### config.mk
export PLATFORM = sky130hd
export DESIGN_NAME = smem_output_ctrl
export DESIGN_NICKNAME = d
export VERILOG_FILES = /design/src/verilog/smem_pkg.sv /design/src/verilog/smem_output_ctrl.sv
export SDC_FILE = /design/constraint.sdc
export NUM_CORES = 1
export LEC_CHECK = 0
export BUFFER_PORTS_ARGS = -buffer_cell sky130_fd_sc_hd__buf_4
export CORE_MARGIN = 2
export CORE_UTILIZATION = 40
export DETAILED_ROUTE_END_ITERATION = 16
export PLACE_DENSITY_LB_ADDON = 0.3
export SLEW_MARGIN = 20
export SYNTH_ARGS = -nofsm -noshare
export SYNTH_HDL_FRONTEND = slang
export SYNTH_SLANG_ARGS = --single-unit
### constraint.sdc
create_clock -name clk -period 2.2 [get_ports clk]
set_input_delay 0.44 -clock clk [delete_from_list [all_inputs] [get_ports clk]]
set_output_delay 0.44 -clock clk [all_outputs]
set_load 0.01 [all_outputs]
### src/verilog/smem_pkg.sv
package smem_pkg;

	// ----------------------------------------
	// batch and queue sizes
	// ----------------------------------------
	localparam int NUM_READS  = 16;
	localparam int READ_NUM_W = 4;
	localparam int NUM_SLOTS  = 8;
	localparam int SLOT_W     = 3;
	localparam int SLOT_DEPTH = NUM_READS * NUM_SLOTS;
	localparam int MEM_SIZE_W = 4;
	localparam int BATCH_W    = 5;
	localparam int RET_W      = 32;

	// lane layout of a queue entry: {info, x2, x1, x0}
	localparam int LANE_W      = 64;
	localparam int X_W         = 33;
	localparam int INFO_W      = 7;
	// info lane carries two 7-bit pieces, at bit 0 and bit 32 of the lane
	localparam int INFO_HI_OFS = 32;
	localparam int X0_LSB      = 0;
	localparam int X1_LSB      = LANE_W;
	localparam int X2_LSB      = 2 * LANE_W;
	localparam int INFO_LSB    = 3 * LANE_W;

	// header beat fields
	localparam int HDR_IDX_W    = 10;
	localparam int HDR_SIZE_LSB = 64;
	localparam int HDR_RET_LSB  = 128;

	typedef logic [4*LANE_W-1:0]          entry_t;
	typedef logic [3*X_W+2*INFO_W-1:0]    packed_slot_t;
	typedef logic [8*LANE_W-1:0]          out_word_t;
	typedef logic [READ_NUM_W-1:0]        read_num_t;
	typedef logic [SLOT_W-1:0]            slot_addr_t;
	typedef logic [MEM_SIZE_W-1:0]        mem_size_t;
	typedef logic [RET_W-1:0]             ret_t;

	// keep only the significant low bits of every lane
	function automatic packed_slot_t pack_slot(input entry_t e);
		return {e[INFO_LSB+INFO_HI_OFS +: INFO_W],
			e[INFO_LSB +: INFO_W],
			e[X2_LSB +: X_W],
			e[X1_LSB +: X_W],
			e[X0_LSB +: X_W]};
	endfunction

	// back to lane positions, everything else zero
	function automatic entry_t unpack_slot(input packed_slot_t p);
		entry_t e;
		e = '0;
		e[X0_LSB +: X_W] = p[0 +: X_W];
		e[X1_LSB +: X_W] = p[X_W +: X_W];
		e[X2_LSB +: X_W] = p[2*X_W +: X_W];
		e[INFO_LSB +: INFO_W] = p[3*X_W +: INFO_W];
		e[INFO_LSB+INFO_HI_OFS +: INFO_W] = p[3*X_W+INFO_W +: INFO_W];
		return e;
	endfunction

endpackage

### src/verilog/smem_output_ctrl.sv
`timescale 1ns/1ps

module smem_output_ctrl
	import smem_pkg::*;
(
	input  logic               clk,
	input  logic               reset_n,
	input  logic [BATCH_W-1:0] batch_size,
	input  logic               mem_size_valid,
	input  logic               output_permit,
	input  logic               stall,

	// upstream mem queue ports
	input  read_num_t          mem_read_num_1,
	input  logic               mem_we_1,
	input  slot_addr_t         mem_addr_1,
	input  read_num_t          mem_read_num_2,
	input  logic               mem_we_2,
	input  slot_addr_t         mem_addr_2,

	// to mem_q
	output read_num_t          mq_read_num_1,
	output logic               mq_we_1,
	output slot_addr_t         mq_addr_1,
	output read_num_t          mq_read_num_2,
	output logic               mq_we_2,
	output slot_addr_t         mq_addr_2,

	// tables and formatter
	output read_num_t          tbl_idx,
	input  mem_size_t          cur_size,
	output logic               fmt_load,
	output logic               fmt_hdr_sel,
	output logic               fmt_hi_valid,

	output logic               output_request,
	output logic               output_finish
);

	typedef enum logic [2:0] {
		S_IDLE,
		S_HEADER,
		S_SLOTS,
		S_GAP,
		S_DONE
	} state_t;

	state_t             state;
	logic [BATCH_W-1:0] done_cnt;
	logic               batch_done;
	read_num_t          rd_ptr;
	// first slot of the pair currently on mem_q
	slot_addr_t         slot_ptr;
	slot_addr_t         rd_addr;
	mem_size_t          next_pos;
	logic               advance;
	logic               draining;
	logic               last_read;
	logic               pair_end;

	// ----------------------------------------
	// batch completion and request
	// ----------------------------------------
	always_ff @(posedge clk) begin
		if (!reset_n) begin
			done_cnt <= '0;
			batch_done <= 1'b0;
			output_request <= 1'b0;
		end else begin
			if (mem_size_valid && !batch_done) begin
				done_cnt <= done_cnt + 1'b1;
			end
			if (done_cnt == batch_size && batch_size != '0) begin
				batch_done <= 1'b1;
			end
			// request lags batch_done by one edge and stays up
			if (batch_done) begin
				output_request <= 1'b1;
			end
		end
	end

	// ----------------------------------------
	// drain sequencing
	// ----------------------------------------
	// stall and permit are sampled at the edge, nothing moves when either blocks
	assign advance   = output_permit && !stall;
	assign draining  = (state == S_HEADER) || (state == S_SLOTS) || (state == S_GAP);
	assign last_read = ({1'b0, rd_ptr} == batch_size - 1'b1);
	assign next_pos  = mem_size_t'(slot_ptr) + mem_size_t'(2);
	assign pair_end  = (next_pos >= cur_size);

	always_ff @(posedge clk) begin
		if (!reset_n) begin
			state <= S_IDLE;
			rd_ptr <= '0;
			slot_ptr <= '0;
			output_finish <= 1'b0;
		end else if (advance) begin
			case (state)
				S_IDLE: begin
					if (output_request) begin
						state <= S_HEADER;
					end
				end
				S_HEADER: begin
					state <= (cur_size == '0) ? S_GAP : S_SLOTS;
				end
				S_SLOTS: begin
					if (pair_end) begin
						state <= S_GAP;
					end else begin
						slot_ptr <= slot_ptr + 3'd2;
					end
				end
				S_GAP: begin
					slot_ptr <= '0;
					if (last_read) begin
						state <= S_DONE;
						output_finish <= 1'b1;
					end else begin
						rd_ptr <= rd_ptr + 1'b1;
						state <= S_HEADER;
					end
				end
				default: begin
					state <= S_DONE;
				end
			endcase
		end
	end

	// pair read runs one cycle ahead of the load
	// on a blocked cycle re-read the current pair so q stays put
	assign rd_addr = (state == S_SLOTS && advance) ? slot_ptr + 3'd2 : slot_ptr;

	// ----------------------------------------
	// mem port takeover
	// ----------------------------------------
	assign mq_read_num_1 = draining ? rd_ptr : mem_read_num_1;
	assign mq_we_1       = draining ? 1'b0 : mem_we_1;
	assign mq_addr_1     = draining ? rd_addr : mem_addr_1;
	assign mq_read_num_2 = draining ? rd_ptr : mem_read_num_2;
	assign mq_we_2       = draining ? 1'b0 : mem_we_2;
	assign mq_addr_2     = draining ? rd_addr + 1'b1 : mem_addr_2;

	assign tbl_idx      = rd_ptr;
	assign fmt_load     = advance && (state == S_HEADER || state == S_SLOTS);
	assign fmt_hdr_sel  = (state == S_HEADER);
	assign fmt_hi_valid = (mem_size_t'(slot_ptr) + 1'b1 < cur_size);

endmodule

==> results by group <==
Yosys
  – Synth top area share: 24.53%
  – Syn Area/Cell: 7.666 um^2
  – Dominant cell type by area after synthesis: dfxtp_1
  – Post-synth EDFFs: 0
  – Cell variety after synth: 40
  – Ys Warns: 0
  – Syn Inst Count: 181
  – Main synth FF type: dfxtp_1
  – Ys async rst share: 0%
  – Synth area leaders: dfxtp_1, nand2_1, ha_1
  – Yosys reg bits: 17
  – Seq/Total Area, Yosys: 24.53%
  – Post-Syn Nets: 221
  – Cell area after synthesis: 0.001388 mm^2

Floorplanning
  – Die Span X: 62.90 um
  – Initial Utilization: 41.58%
  – Core area: 0.003337 mm^2
  – Rows: 21
  – Die Span Y: 62.90 um
  – Die Footprint: 0.003956 mm^2
  – IO Count: 55

Global routing
  – Vias in the first global route: 1282
  – Largest net degree at the start of global routing: 13
  – Initial antenna violation count: 0
  – Global-route wire length before repair: 5.451 mm
  – GRT overflow: 0
  – Total GRT Usage: 16.51%

Final layout
  – Nets: 280
  – Most frequent cells in the layout: buf_4, nand2_1, dfxtp_1
  – P&R area growth vs syn: 37.24%
  – Fin util: 57.07%
  – Most common library cell in the layout ignoring fill and taps: buf_4
  – Non-filler cells, final: 285
  – Diode count: 0
  – Fraction of layout cells with a size suffix above 1: 33.05%

Placement
  – Gpl congestion: 0.8601
  – Port bufs: 54
  – DP HPWL: 2.414 mm
  – Dpl cells: 276
  – Setup slack at placement: 0.2198 ns

Critical path
  – Crit Path Class: register to output port
  – Reg2reg end: slot_ptr[1]
  – Cells on worst reg2reg path: 7
  – CP Data Required Time: 1.76 ns
  – CP Max Fanout: 3
  – Worst Setup End Kind: output port
  – RR Startpoint: slot_ptr[1]
  – Critical path arrival: 1.72 ns
  – Type of origin of the critical path: register
  – Register-to-register path setup slack: 0.53 ns

Power
  – VDD IR-drop max: 0.2540 mV
  – Power Density: 375.4 mW/mm^2
  – Lkg Pwr: 0.9207 nW

Drt
  – Vias post-DR: 1372
  – WL/cell: 10.85 um
  – WL final: 3.093 mm
  – DRC viols: 0
  – Drt first pass iters: 4
  – DRT iter0 DRCs: 30
  – Vias/cell: 4.814
  – Antenna Nets Post-Route: 0

Timing
  – Minimum clock period: 2.164 ns
  – Hold Vio Cnt, Final: 0
  – Final worst path period share: 98.36%
  – # setup viols final: 0
  – Clk_skew: 0.007501 ns
  – Setup WS post-layout: 0.03617 ns
  – Pins Over Slew Limit: 0
  – TNS Setup: 0 ns
  – F_max: 462.1 MHz
  – RSZ-0062 raised after global routing: true

Hold path
  – HP Start: reset_n
  – Hold depth: 2
  – Worst Hold End: state[2]
  – Min-Delay Path Class: primary input to register

CTS
  – Clk root buf: clkbuf_4
  – Worst skew pair latency: 0.30 ns
  – CTS tree: yes
  – Clock buffer depth: 2
  – Clock Sinks: 17
  – Cts hold-fix bufs: 0
  – Clk pin slew, worst setup/hold paths: 0.11 ns
  – CTS buffer count: 3
  – Max H-tree Level: 1

Run status
  – Outcome: finished clean

Flow run
  – Maxcap violations: 0
## timing repair
item                       4_1_cts  5_1_grt
hold endpoints to repair         0        0
setup endpoints to repair        4        2
pin swaps                        2        3
buffers inserted                 3        2
resized for setup                4        3
## routing by layer
layer  wire (um)  part of all wire (%)  vias up  track usage, %
met4          34                   1.1        0           4.444
met2        1439                    47       40           28.46
met1        1428                    46      602           20.15
li1            -                     -      726               -
met5           0                     0        -               0
met3         191                   6.2        4           4.324
## worst max-delay path, cell delays in order, from the launching register on
cell and delay (ns):
dfxtp_4 0.36, or3b_4 0.41, nor2_4 0.12, mux2i_1 0.20, nand2_1 0.08, o21a_1 0.12, buf_6 0.12
## worst max path at each step
stage | from | endpoint | slack [ns] | cells past startpoint
CTS | state[0] | mq_addr_1[2] | 0.006 | 6
global route | state[2] | mq_addr_1[2] | -0.07 | 6
global placement | state[1] | mq_addr_1[2] | 0.27 | 6
floorplan | state[0] | mq_addr_1[2] | 0.40 | 6
detailed placement | state[1] | mq_addr_1[2] | 0.22 | 6
finish | state[2] | mq_addr_1[2] | 0.04 | 6
## through the flow
step | power [W] | area [um^2] | hold slack [ns]
2_1_floorplan | 0.0004414 | 1388 | 0.4597
3_3_place_gp | 0.0005397 | 1824 | 0.4637
3_5_place_dp | 0.0005419 | 1824 | 0.4772
4_1_cts | 0.0007180 | 1881 | 0.4076
5_1_grt | 0.0007539 | 1904 | 0.4107
6_report | 0.0007150 | 1904 | 0.4153
## sequential cells by signal (all words and copies together), names as in the netlist
name and cells:
output_request 1, done_cnt 5, state 3, slot_ptr 2
batch_done 1, output_finish 1, tbl_idx 4
## where the power goes
| group | internal [W] | switching [W] | leakage (nW) | total [W] |
|---|---|---|---|---|
| sequential | 0.000313 | 0.00000768 | 0.140 | 0.000320 |
| clock | 0.0000707 | 0.000107 | 0.0150 | 0.000177 |
| combinational | 0.000118 | 0.0000989 | 0.766 | 0.000217 |
## logic make-up after synthesis
family / count (synthesis) / synth area share, %
AOI/OAI and AO/OA: 27 / 14.16
xor gates and xnor gates: 14 / 8.837
adders and majority gates: 10 / 9.017
buffers and inverters: 17 / 5.680
DFF: 17 / 24.53
muxes: 8 / 5.951
other: 1 / 0.2703
and+or+nand+nor: 87 / 31.56
## cell type report
type,instances,area (um^2)
clock buffers,4,26.28
fillers,322,1433
inverters,10,37.54
repair buffers,61,465.4
multi-input cells,147,968.4
flip-flops and latches,17,349.1
well taps,46,57.56
## Yosys cell counts, drive strengths merged (2+ instances only)
master,n
mux2,2
mux2i,6
nor3,5
a21oi,8
and3,2
a21o,2
ha,10
buf,3
xnor2,3
xor2,11
and2,4
nor2b,4
nor2,14
clkbuf,4
dfxtp,17
nand2,35
nand3,5
nor4,2
nand4,4
a31oi,2
o211ai,2
o21a,5
o21ai,4
inv,10
nand2b,7
Power figures use the tool's default switching activity.
