[src/verilog/smem_pkg.sv]
package smem_pkg;

	// ----------------------------------------
	// batch and queue sizes
	// ----------------------------------------
	localparam int NUM_READS  = 16;
	localparam int READ_NUM_W = 4;
	localparam int NUM_SLOTS  = 8;
	localparam int SLOT_W     = 3;
	localparam int SLOT_DEPTH = NUM_READS * NUM_SLOTS;
	localparam int MEM_SIZE_W = 4;
	localparam int BATCH_W    = 5;
	localparam int RET_W      = 32;

	// lane layout of a queue entry: {info, x2, x1, x0}
	localparam int LANE_W      = 64;
	localparam int X_W         = 33;
	localparam int INFO_W      = 7;
	// info lane carries two 7-bit pieces, at bit 0 and bit 32 of the lane
	localparam int INFO_HI_OFS = 32;
	localparam int X0_LSB      = 0;
	localparam int X1_LSB      = LANE_W;
	localparam int X2_LSB      = 2 * LANE_W;
	localparam int INFO_LSB    = 3 * LANE_W;

	// header beat fields
	localparam int HDR_IDX_W    = 10;
	localparam int HDR_SIZE_LSB = 64;
	localparam int HDR_RET_LSB  = 128;

	typedef logic [4*LANE_W-1:0]          entry_t;
	typedef logic [3*X_W+2*INFO_W-1:0]    packed_slot_t;
	typedef logic [8*LANE_W-1:0]          out_word_t;
	typedef logic [READ_NUM_W-1:0]        read_num_t;
	typedef logic [SLOT_W-1:0]            slot_addr_t;
	typedef logic [MEM_SIZE_W-1:0]        mem_size_t;
	typedef logic [RET_W-1:0]             ret_t;

	// keep only the significant low bits of every lane
	function automatic packed_slot_t pack_slot(input entry_t e);
		return {e[INFO_LSB+INFO_HI_OFS +: INFO_W],
			e[INFO_LSB +: INFO_W],
			e[X2_LSB +: X_W],
			e[X1_LSB +: X_W],
			e[X0_LSB +: X_W]};
	endfunction

	// back to lane positions, everything else zero
	function automatic entry_t unpack_slot(input packed_slot_t p);
		entry_t e;
		e = '0;
		e[X0_LSB +: X_W] = p[0 +: X_W];
		e[X1_LSB +: X_W] = p[X_W +: X_W];
		e[X2_LSB +: X_W] = p[2*X_W +: X_W];
		e[INFO_LSB +: INFO_W] = p[3*X_W +: INFO_W];
		e[INFO_LSB+INFO_HI_OFS +: INFO_W] = p[3*X_W+INFO_W +: INFO_W];
		return e;
	endfunction

endpackage

[src/verilog/beat_formatter.sv]
`timescale 1ns/1ps

module beat_formatter
	import smem_pkg::*;
(
	input  logic      clk,
	input  logic      reset_n,
	input  logic      load,
	input  logic      hdr_sel,
	input  read_num_t read_idx,
	input  mem_size_t size,
	input  ret_t      ret,
	input  entry_t    slot_lo,
	input  entry_t    slot_hi,
	input  logic      hi_valid,
	output out_word_t beat,
	output logic      beat_valid
);

	out_word_t hdr_word;
	out_word_t pair_word;

	// ----------------------------------------
	// header beat: index, mem size, ret code
	// ----------------------------------------
	always_comb begin
		hdr_word = '0;
		hdr_word[HDR_IDX_W-1:0] = HDR_IDX_W'(read_idx);
		hdr_word[HDR_SIZE_LSB +: MEM_SIZE_W] = size;
		hdr_word[HDR_RET_LSB +: RET_W] = ret;
	end

	// ----------------------------------------
	// slot pair beat
	// ----------------------------------------
	// odd tail slot goes out alone, high half zero
	assign pair_word = {hi_valid ? slot_hi : entry_t'('0), slot_lo};

	// beat payload holds its last value between loads
	always_ff @(posedge clk) begin
		if (load) begin
			if (hdr_sel) begin
				beat <= hdr_word;
			end else begin
				beat <= pair_word;
			end
		end
	end

	always_ff @(posedge clk) begin
		if (!reset_n) begin
			beat_valid <= 1'b0;
		end else begin
			beat_valid <= load;
		end
	end

endmodule

[config.mk]
export PLATFORM = sky130hd
export DESIGN_NAME = beat_formatter
export DESIGN_NICKNAME = d
export VERILOG_FILES = /design/src/verilog/smem_pkg.sv /design/src/verilog/beat_formatter.sv
export SDC_FILE = /design/constraint.sdc
export NUM_CORES = 1
export LEC_CHECK = 0
export BUFFER_PORTS_ARGS = -buffer_cell sky130_fd_sc_hd__buf_2
export CAP_MARGIN = 40
export CORE_AREA = 2 2 414 416
export CTS_BUF_LIST = sky130_fd_sc_hd__clkbuf_8
export DETAILED_ROUTE_END_ITERATION = 16
export DIE_AREA = 0 0 416 418
export SLEW_MARGIN = 20
export SYNTH_ARGS = -nofsm -noshare
export SYNTH_HDL_FRONTEND = slang
export SYNTH_SLANG_ARGS = --single-unit
[constraint.sdc]
create_clock -name clk -period 1.2 [get_ports clk]
set_clock_uncertainty 0.05 [all_clocks]
set_input_delay 0.06 -clock clk [delete_from_list [all_inputs] [get_ports clk]]
set_output_delay 0.06 -clock clk [all_outputs]
set_load 0.02 [all_outputs]
==> impl_metrics.json, run 1 <==
{
  "status": "stopped before the end",
  "lastStage": "4_1_cts",
  "error_line": "[ERROR RSZ-0060] Max buffer count reached.",
  "syn_area_um2": 19900,
  "die_y_um": 418,
  "cts-buffers-inserted": 96,
  "cts_resized": 728,
  "avgSynthCellArea_um2": 17.9,
  "yosysUniqueCellTypes": 10,
  "postCtsSetupRepairBufs": 0,
  "gp_congestion": 0.894,
  "htree_num_levels": 3,
  "clock-sinks": 513,
  "ios": 1070,
  "synth_cells": 1111,
  "yosysSeqAreaShare_pct": 77.4,
  "ctsHoldBuffers": 917,
  "ys_warn_count": 0,
  "hpwl_um": 100000,
  "clk_path_buf_depth": 3,
  "root_buffer": "clkbuf_8",
  "synth_nets": 1668,
  "initial_core_util_pct": 11.8,
  "die_w_um": 416,
  "row_count": 151,
  "port_buffers": 1069,
  "ys_ff_latch": 513
}
## metrics by stage
stage	instance area, um^2	util (%)	setup slack [ns]	instances	hold WS [ns]
3_3_place_gp	28800	17.0	-0.0939	4417	0.219
2_1_floorplan	19900	-	0.184	1111	0.122
3_5_place_dp	28800	17.0	-0.0821	4417	0.221
## cells by family after synthesis
group	after synthesis	synth area share (%)
flops	513	77.4
simple gates	473	18.1
buf+inv	85	2.08
mux	40	2.42
## Yosys cell counts (all sizes together)
master,number,area (um^2)
buf,60,319
nor2b,216,1350
dfxtp,1,20.0
clkbuf,25,93.8
and3b,256,2240
mux2,40,480
and2,1,6.26
edfxtp,512,15400
==> run 2: changes to the inputs <==
--- a/config.mk
+++ b/config.mk
@@ -7,10 +7,10 @@
 export LEC_CHECK = 0
 export BUFFER_PORTS_ARGS = -buffer_cell sky130_fd_sc_hd__buf_2
 export CAP_MARGIN = 40
-export CORE_AREA = 2 2 414 416
-export CTS_BUF_LIST = sky130_fd_sc_hd__clkbuf_8
+export CORE_AREA = 2 2 421 423
 export DETAILED_ROUTE_END_ITERATION = 16
-export DIE_AREA = 0 0 416 418
+export DIE_AREA = 0 0 423 425
+export PLACE_DENSITY_LB_ADDON = 0.15
 export SLEW_MARGIN = 20
 export SYNTH_ARGS = -nofsm -noshare
 export SYNTH_HDL_FRONTEND = slang
==> run 2 against run 1 <==
  * The flow now finishes, with violations (negative setup slack)
  * Synthesized cell count unchanged
  * Area after synthesis unchanged
==> impl_metrics.json, run 2 <==
{
  "status": "finished with violations",
  "violations": "negative setup slack",
  "ys.flop_type": "edfxtp_1",
  "die_y_um": 425,
  "antenna_found_initial": 30,
  "relSlewSlack_pct": 74.8,
  "fin_crit_ns": 1.50,
  "drtAntennaViolNets": 0,
  "drt_iter0_drc": 641,
  "vias_per_cell": 3.16,
  "ir_worst_vdd_mv": 0.783,
  "syn2layout_area_growth_pct": 109,
  "dieArea_um2": 180000,
  "netlist.top_cell.by_area": "edfxtp_1",
  "setup.worst_path.class": "reg2out",
  "nets": 3588,
  "timing.final.ws_setup_ns": -0.305,
  "hold_path_class": "in2reg",
  "root_buffer": "clkbuf_16",
  "largest-register": "beat",
  "cts-buffers-inserted": 71,
  "setup_violations": 522,
  "critical_path.cell_chain": "buf_6",
  "htree_num_levels": 3,
  "worstMarginPinSlew_ns": 0.377,
  "avgSynthCellArea_um2": 17.9,
  "reg.largest.list": "beat x512, beat_valid x1",
  "ys_ff_latch": 513,
  "netlist_top_cells_area": "edfxtp_1 77%, and3b_1 11%, nor2b_1 6.8%, mux2_2 1.8%, buf_2 1.4%",
  "critPathRequiredTime_ns": 1.09,
  "grt.total_usage_pct": 10.6,
  "synth-edff-count": 512,
  "hpwl_um": 77800,
  "cts_tree": "yes",
  "gr-total-overflow": 0,
  "layout_commonest_cell": "dlygate4sd3_1",
  "mostFrequentLayoutCells": "728 x dlygate4sd3_1, 617 x buf_2, 512 x edfxtp_1",
  "postCtsSetupRepairBufs": 0,
  "p_leak_nw": 17.8,
  "synth_nets": 1668,
  "maxCapViolCount": 0,
  "clock-sinks": 513,
  "die_w_um": 423,
  "totalWireLength_um": 100000,
  "initial_core_util_pct": 11.3,
  "clk_path_buf_depth": 3,
  "finalCritPeriodShare_pct": 125,
  "finalHoldViolations": 0,
  "drive_gt1_share_pct": 43.2,
  "gp_congestion": 0.832,
  "max_freq_ghz": 0.664,
  "slew_violations": 0,
  "slowest_stage": "edfxtp_1",
  "grt_pass1_vias": 18400,
  "synth_cells": 1111,
  "placed_cells": 4568,
  "synth_common_cells": "512 x edfxtp_1, 256 x and3b_1, 216 x nor2b_1, 57 x buf_2, 32 x mux2_2",
  "fill_cells": 18800,
  "worstPathArrival_ns": 1.39,
  "row_count": 154,
  "coreArea_um2": 175000,
  "port_buffers": 1069,
  "worstPathMaxFanout": 1,
  "ys_warn_count": 0,
  "yosysSeqAreaShare_pct": 77.4,
  "grt_pass1_wl_um": 136000,
  "grt_setup_unrepaired": "yes",
  "critPathBufInv": 1,
  "largest_register_ffs": 512,
  "yosysUniqueCellTypes": 10,
  "grt_start_max_net_pins": 41,
  "syn_area_um2": 19900,
  "wl_per_cell_um": 18.5,
  "first_pass_iters": 5,
  "worst_setup_path_start_kind": "register",
  "total_power_mw": 52.3,
  "cp_top_family": "flip-flops",
  "drc_errors": 0,
  "max_stage_delay_ns": 0.53,
  "route.vias.total": 17200,
  "ios": 1070,
  "synth-async-reset-ratio_pct": 0,
  "yosysMostFrequentCell": "edfxtp_1",
  "synth_top_area_share_pct": 77.3,
  "end_kind": "output port",
  "regArea_um2": 15400,
  "clk_pin_slew_ns": 0.06,
  "p_per_area_nw_per_um2": 1260,
  "finalNonFillerCells": 5427,
  "multiInputGateArea_um2": 4080
}
-- run 2: cell counts after synthesis --
No cell type changed its count.
-- run 2: cells by family after synthesis --
kind of cell / after synthesis / synth area share, %
DFF: 513 / 77.4
and+or+nand+nor: 473 / 18.1
buffers and inverters: 85 / 2.08
muxes: 40 / 2.42
-- run 2: where the power goes --
| group | switching [mW] | internal (mW) |
|---|---|---|
| sequential | 0.670 | 21.3 |
| combinational | 4.53 | 5.36 |
| clock | 8.53 | 11.9 |
-- run 2: area by class of cell --
class | count | area share (%)
Antenna cell | 7 | 0.0422
Multi-Input combinational cell | 513 | 9.83
Timing Repair Buffer | 1932 | 40.8
Clock inverter | 33 | 0.648
Sequential cell | 513 | 37.1
Tap cell | 2340 | 7.05
Clock buffer | 89 | 4.54
-- run 2: layer usage --
metal	up-vias	track usage, %	part of all wire (%)
met5	-	0	0.16
met4	26	4.66	3.7
met3	164	3.65	7.3
met2	615	18.0	50
met1	8346	12.1	39
li1	8000	-	-
-- run 2: repair_timing --
item	4_1_cts	5_1_grt
endpoints found under the hold margin	739	0
resized for setup	698	210
endpoints found under the setup margin	513	515
hold buffers	730	0
-- run 2: final timing paths --
kind,from,to,slack (ns),cells after the start
min,hdr_sel,beat[235],0.06,4
max,beat[128],beat[128],-0.30,1
-- run 2: through the flow --
step / utilization (%) / cell area, um^2 / setup slack (ns) / hold WS (ns) / TNS [ns]
2_1_floorplan: - / 19900 / 0.184 / 0.122 / 0
3_3_place_gp: 16.7 / 29200 / -0.0854 / 0.217 / -9.42
3_5_place_dp: 16.7 / 29200 / -0.101 / 0.222 / -9.25
4_1_cts: 23.3 / 40900 / -0.388 / 0.0000803 / -110.26
5_1_grt: 23.7 / 41500 / -0.354 / 0.0507 / -96.15
6_report: 23.7 / 41500 / -0.305 / 0.0629 / -52.58
Power figures use the tool's default switching activity.
==> run 3: changes to the inputs <==
--- a/config.mk
+++ b/config.mk
@@ -8,9 +8,10 @@
 export BUFFER_PORTS_ARGS = -buffer_cell sky130_fd_sc_hd__buf_2
 export CAP_MARGIN = 40
 export CORE_AREA = 2 2 421 423
+export CTS_CLUSTER_SIZE = 40
 export DETAILED_ROUTE_END_ITERATION = 16
 export DIE_AREA = 0 0 423 425
-export PLACE_DENSITY_LB_ADDON = 0.15
+export PLACE_DENSITY_LB_ADDON = 0.05
 export SLEW_MARGIN = 20
 export SYNTH_ARGS = -nofsm -noshare
 export SYNTH_HDL_FRONTEND = slang
==> run 3 against run 2 <==
  * Power up 0.43%
  * Critical endpoint is now beat[320]
  * The run still ends with negative setup slack left
  * Setup slack improved by 0.029 ns
  * Design area rose by 0.47%
  * Flip-flop and latch count is the same
  * Final cell count is essentially flat
  * Non-clock buffer count shrank 7
  * Critical path type unchanged
  * Global-route usage up 0.52 points
  * Die area unchanged
==> impl_metrics.json, run 3 (synthesis gave the netlist of run 2 again) <==
{
  "hold_path_class": "in2reg",
  "gp_congestion": 0.788,
  "port_buffers": 1069,
  "grt.total_usage_pct": 11.2,
  "drtAntennaViolNets": 0,
  "htree_num_levels": 3,
  "root_buffer": "clkbuf_16",
  "largest-register": "beat",
  "end_kind": "output port",
  "finalCritPeriodShare_pct": 123,
  "finalNonFillerCells": 5429,
  "hold_ws_ns": 0.0323,
  "cts_tree": "yes",
  "worstMarginPinSlew_ns": 0.324,
  "coreArea_um2": 175000,
  "clk_pin_slew_ns": 0.05,
  "cp-startpoint": "beat[320]",
  "worstPathArrival_ns": 1.37,
  "maxCapViolCount": 0,
  "cp_top_family": "flip-flops",
  "placed_cells": 4517,
  "reg.largest.list": "beat x512, beat_valid x1",
  "combPwrFrac_pct": 18.9,
  "syn2layout_area_growth_pct": 110,
  "largest_register_ffs": 512,
  "ios": 1070,
  "relSlewSlack_pct": 78.4,
  "vias_per_cell": 3.15,
  "p_leak_nw": 17.9,
  "postCtsSetupRepairBufs": 0,
  "worstPathMaxFanout": 1,
  "layout_commonest_cell": "dlygate4sd3_1",
  "setup.worst_path.class": "reg2out",
  "initial_core_util_pct": 11.3,
  "slowest_stage": "edfxtp_1",
  "cp_num_cells": 1,
  "critical_path.cell_chain": "buf_6",
  "finalInstanceArea_um2": 41700,
  "first_pass_iters": 4,
  "antenna_found_initial": 10,
  "row_count": 154,
  "mostFrequentLayoutCells": "774 x dlygate4sd3_1, 604 x buf_2, 512 x edfxtp_1",
  "pwr-share-clk_pct": 39.4,
  "totalWireLength_um": 104000,
  "wl_per_cell_um": 19.1,
  "slew_violations": 0,
  "cts-buffers-inserted": 75,
  "ir_worst_vdd_mv": 0.991,
  "p_int_mw": 38.4,
  "clk_path_buf_depth": 3,
  "drive_gt1_share_pct": 41.8,
  "max_freq_ghz": 0.678,
  "switchingPower_mw": 14.1,
  "hpwl_um": 80300,
  "switching_share_pct": 26.8,
  "route.vias.total": 17100,
  "die_y_um": 425,
  "critPathRequiredTime_ns": 1.09,
  "post_dp_cell_area_um2": 28900,
  "total_power_mw": 52.5,
  "drc_errors": 0,
  "crit_path_end": "beat[320]",
  "status": "finished with violations",
  "drt_iter0_drc": 543,
  "grt_pass1_wl_um": 142000,
  "worst_setup_path_start_kind": "register",
  "grt_setup_unrepaired": "yes",
  "finalHoldViolations": 0,
  "critPathBufInv": 1,
  "timing.final.ws_setup_ns": -0.276,
  "nets": 3585,
  "gr-total-overflow": 0,
  "p_per_area_nw_per_um2": 1260,
  "p_seq_share_pct": 41.8,
  "grt_pass1_vias": 18900,
  "fin_crit_ns": 1.48,
  "clock-sinks": 513,
  "max_stage_delay_ns": 0.48,
  "setup_violations": 515,
  "violations": "negative setup slack",
  "die_w_um": 423,
  "grt_start_max_net_pins": 72,
  "dieArea_um2": 180000
}
## run 3: cell types whose count changed in the layout (fill, tap and decap cells not counted), sizes merged
cell,change
bufinv,-3
dlymetal6s4s,-2
clkinv,+3
clkbuf,+7
buf,-51
dlygate4sd3,+46
inv,+2
## run 3: final cells by class
type,count,area [um^2]
diodes,7,17.5
clock buffers,96,1980
clock inverters,35,226
fillers,18900,134000
multi-input cells,513,4080
flip-flops and latches,513,15400
well taps,2340,2930
repair buffers,1925,17100
## run 3: metrics by stage
step	TNS, ns	setup slack [ns]	util [%]
3_3_place_gp	-1.91	-0.0744	16.5
2_1_floorplan	0	0.184	-
4_1_cts	-124.34	-0.405	23.5
6_report	-63.12	-0.276	23.8
5_1_grt	-113.45	-0.372	23.8
3_5_place_dp	-4.75	-0.0922	16.5
## run 3: worst min path at each step
| stage | from | to | slack [ns] | cells past startpoint |
|---|---|---|---|---|
| final | hdr_sel | beat[265] | 0.03 | 2 |
| after global routing | hdr_sel | beat[265] | 0.02 | 2 |
| after CTS | hdr_sel | beat[70] | 0.0001 | 4 |
| after detailed placement | reset_n | beat_valid | 0.23 | 2 |
| after global placement | reset_n | beat_valid | 0.22 | 2 |
| after floorplan | load | beat[0] | 0.12 | 0 |
## run 3: routing by layer
layer / wire length (um) / part of all wire (%) / GRT usage, % / vias up
li1: - / - / - / 8001
met1: 37900 / 36 / 11.5 / 8415
met2: 55600 / 54 / 20.7 / 559
met3: 7230 / 7.0 / 3.77 / 109
met4: 3190 / 3.1 / 4.28 / 0
met5: 0 / 0 / 0 / -
## run 3: what timing repair did
action / CTS / global route
pin swaps: 0 / 0
hold endpoints to repair: 999 / 0
setup endpoints to repair: 513 / 513
resized for setup: 789 / 137
hold buffers: 774 / 0
## run 3: power groups by stage
stage	sequential, mW	combinational (mW)	clock [mW]
after floorplan	23.8	0.974	0
after global placement	22.0	6.72	0
after detailed placement	22.0	6.70	0
after CTS	21.9	9.98	21.9
after global routing	22.1	10.5	22.4
final	21.9	9.91	20.7
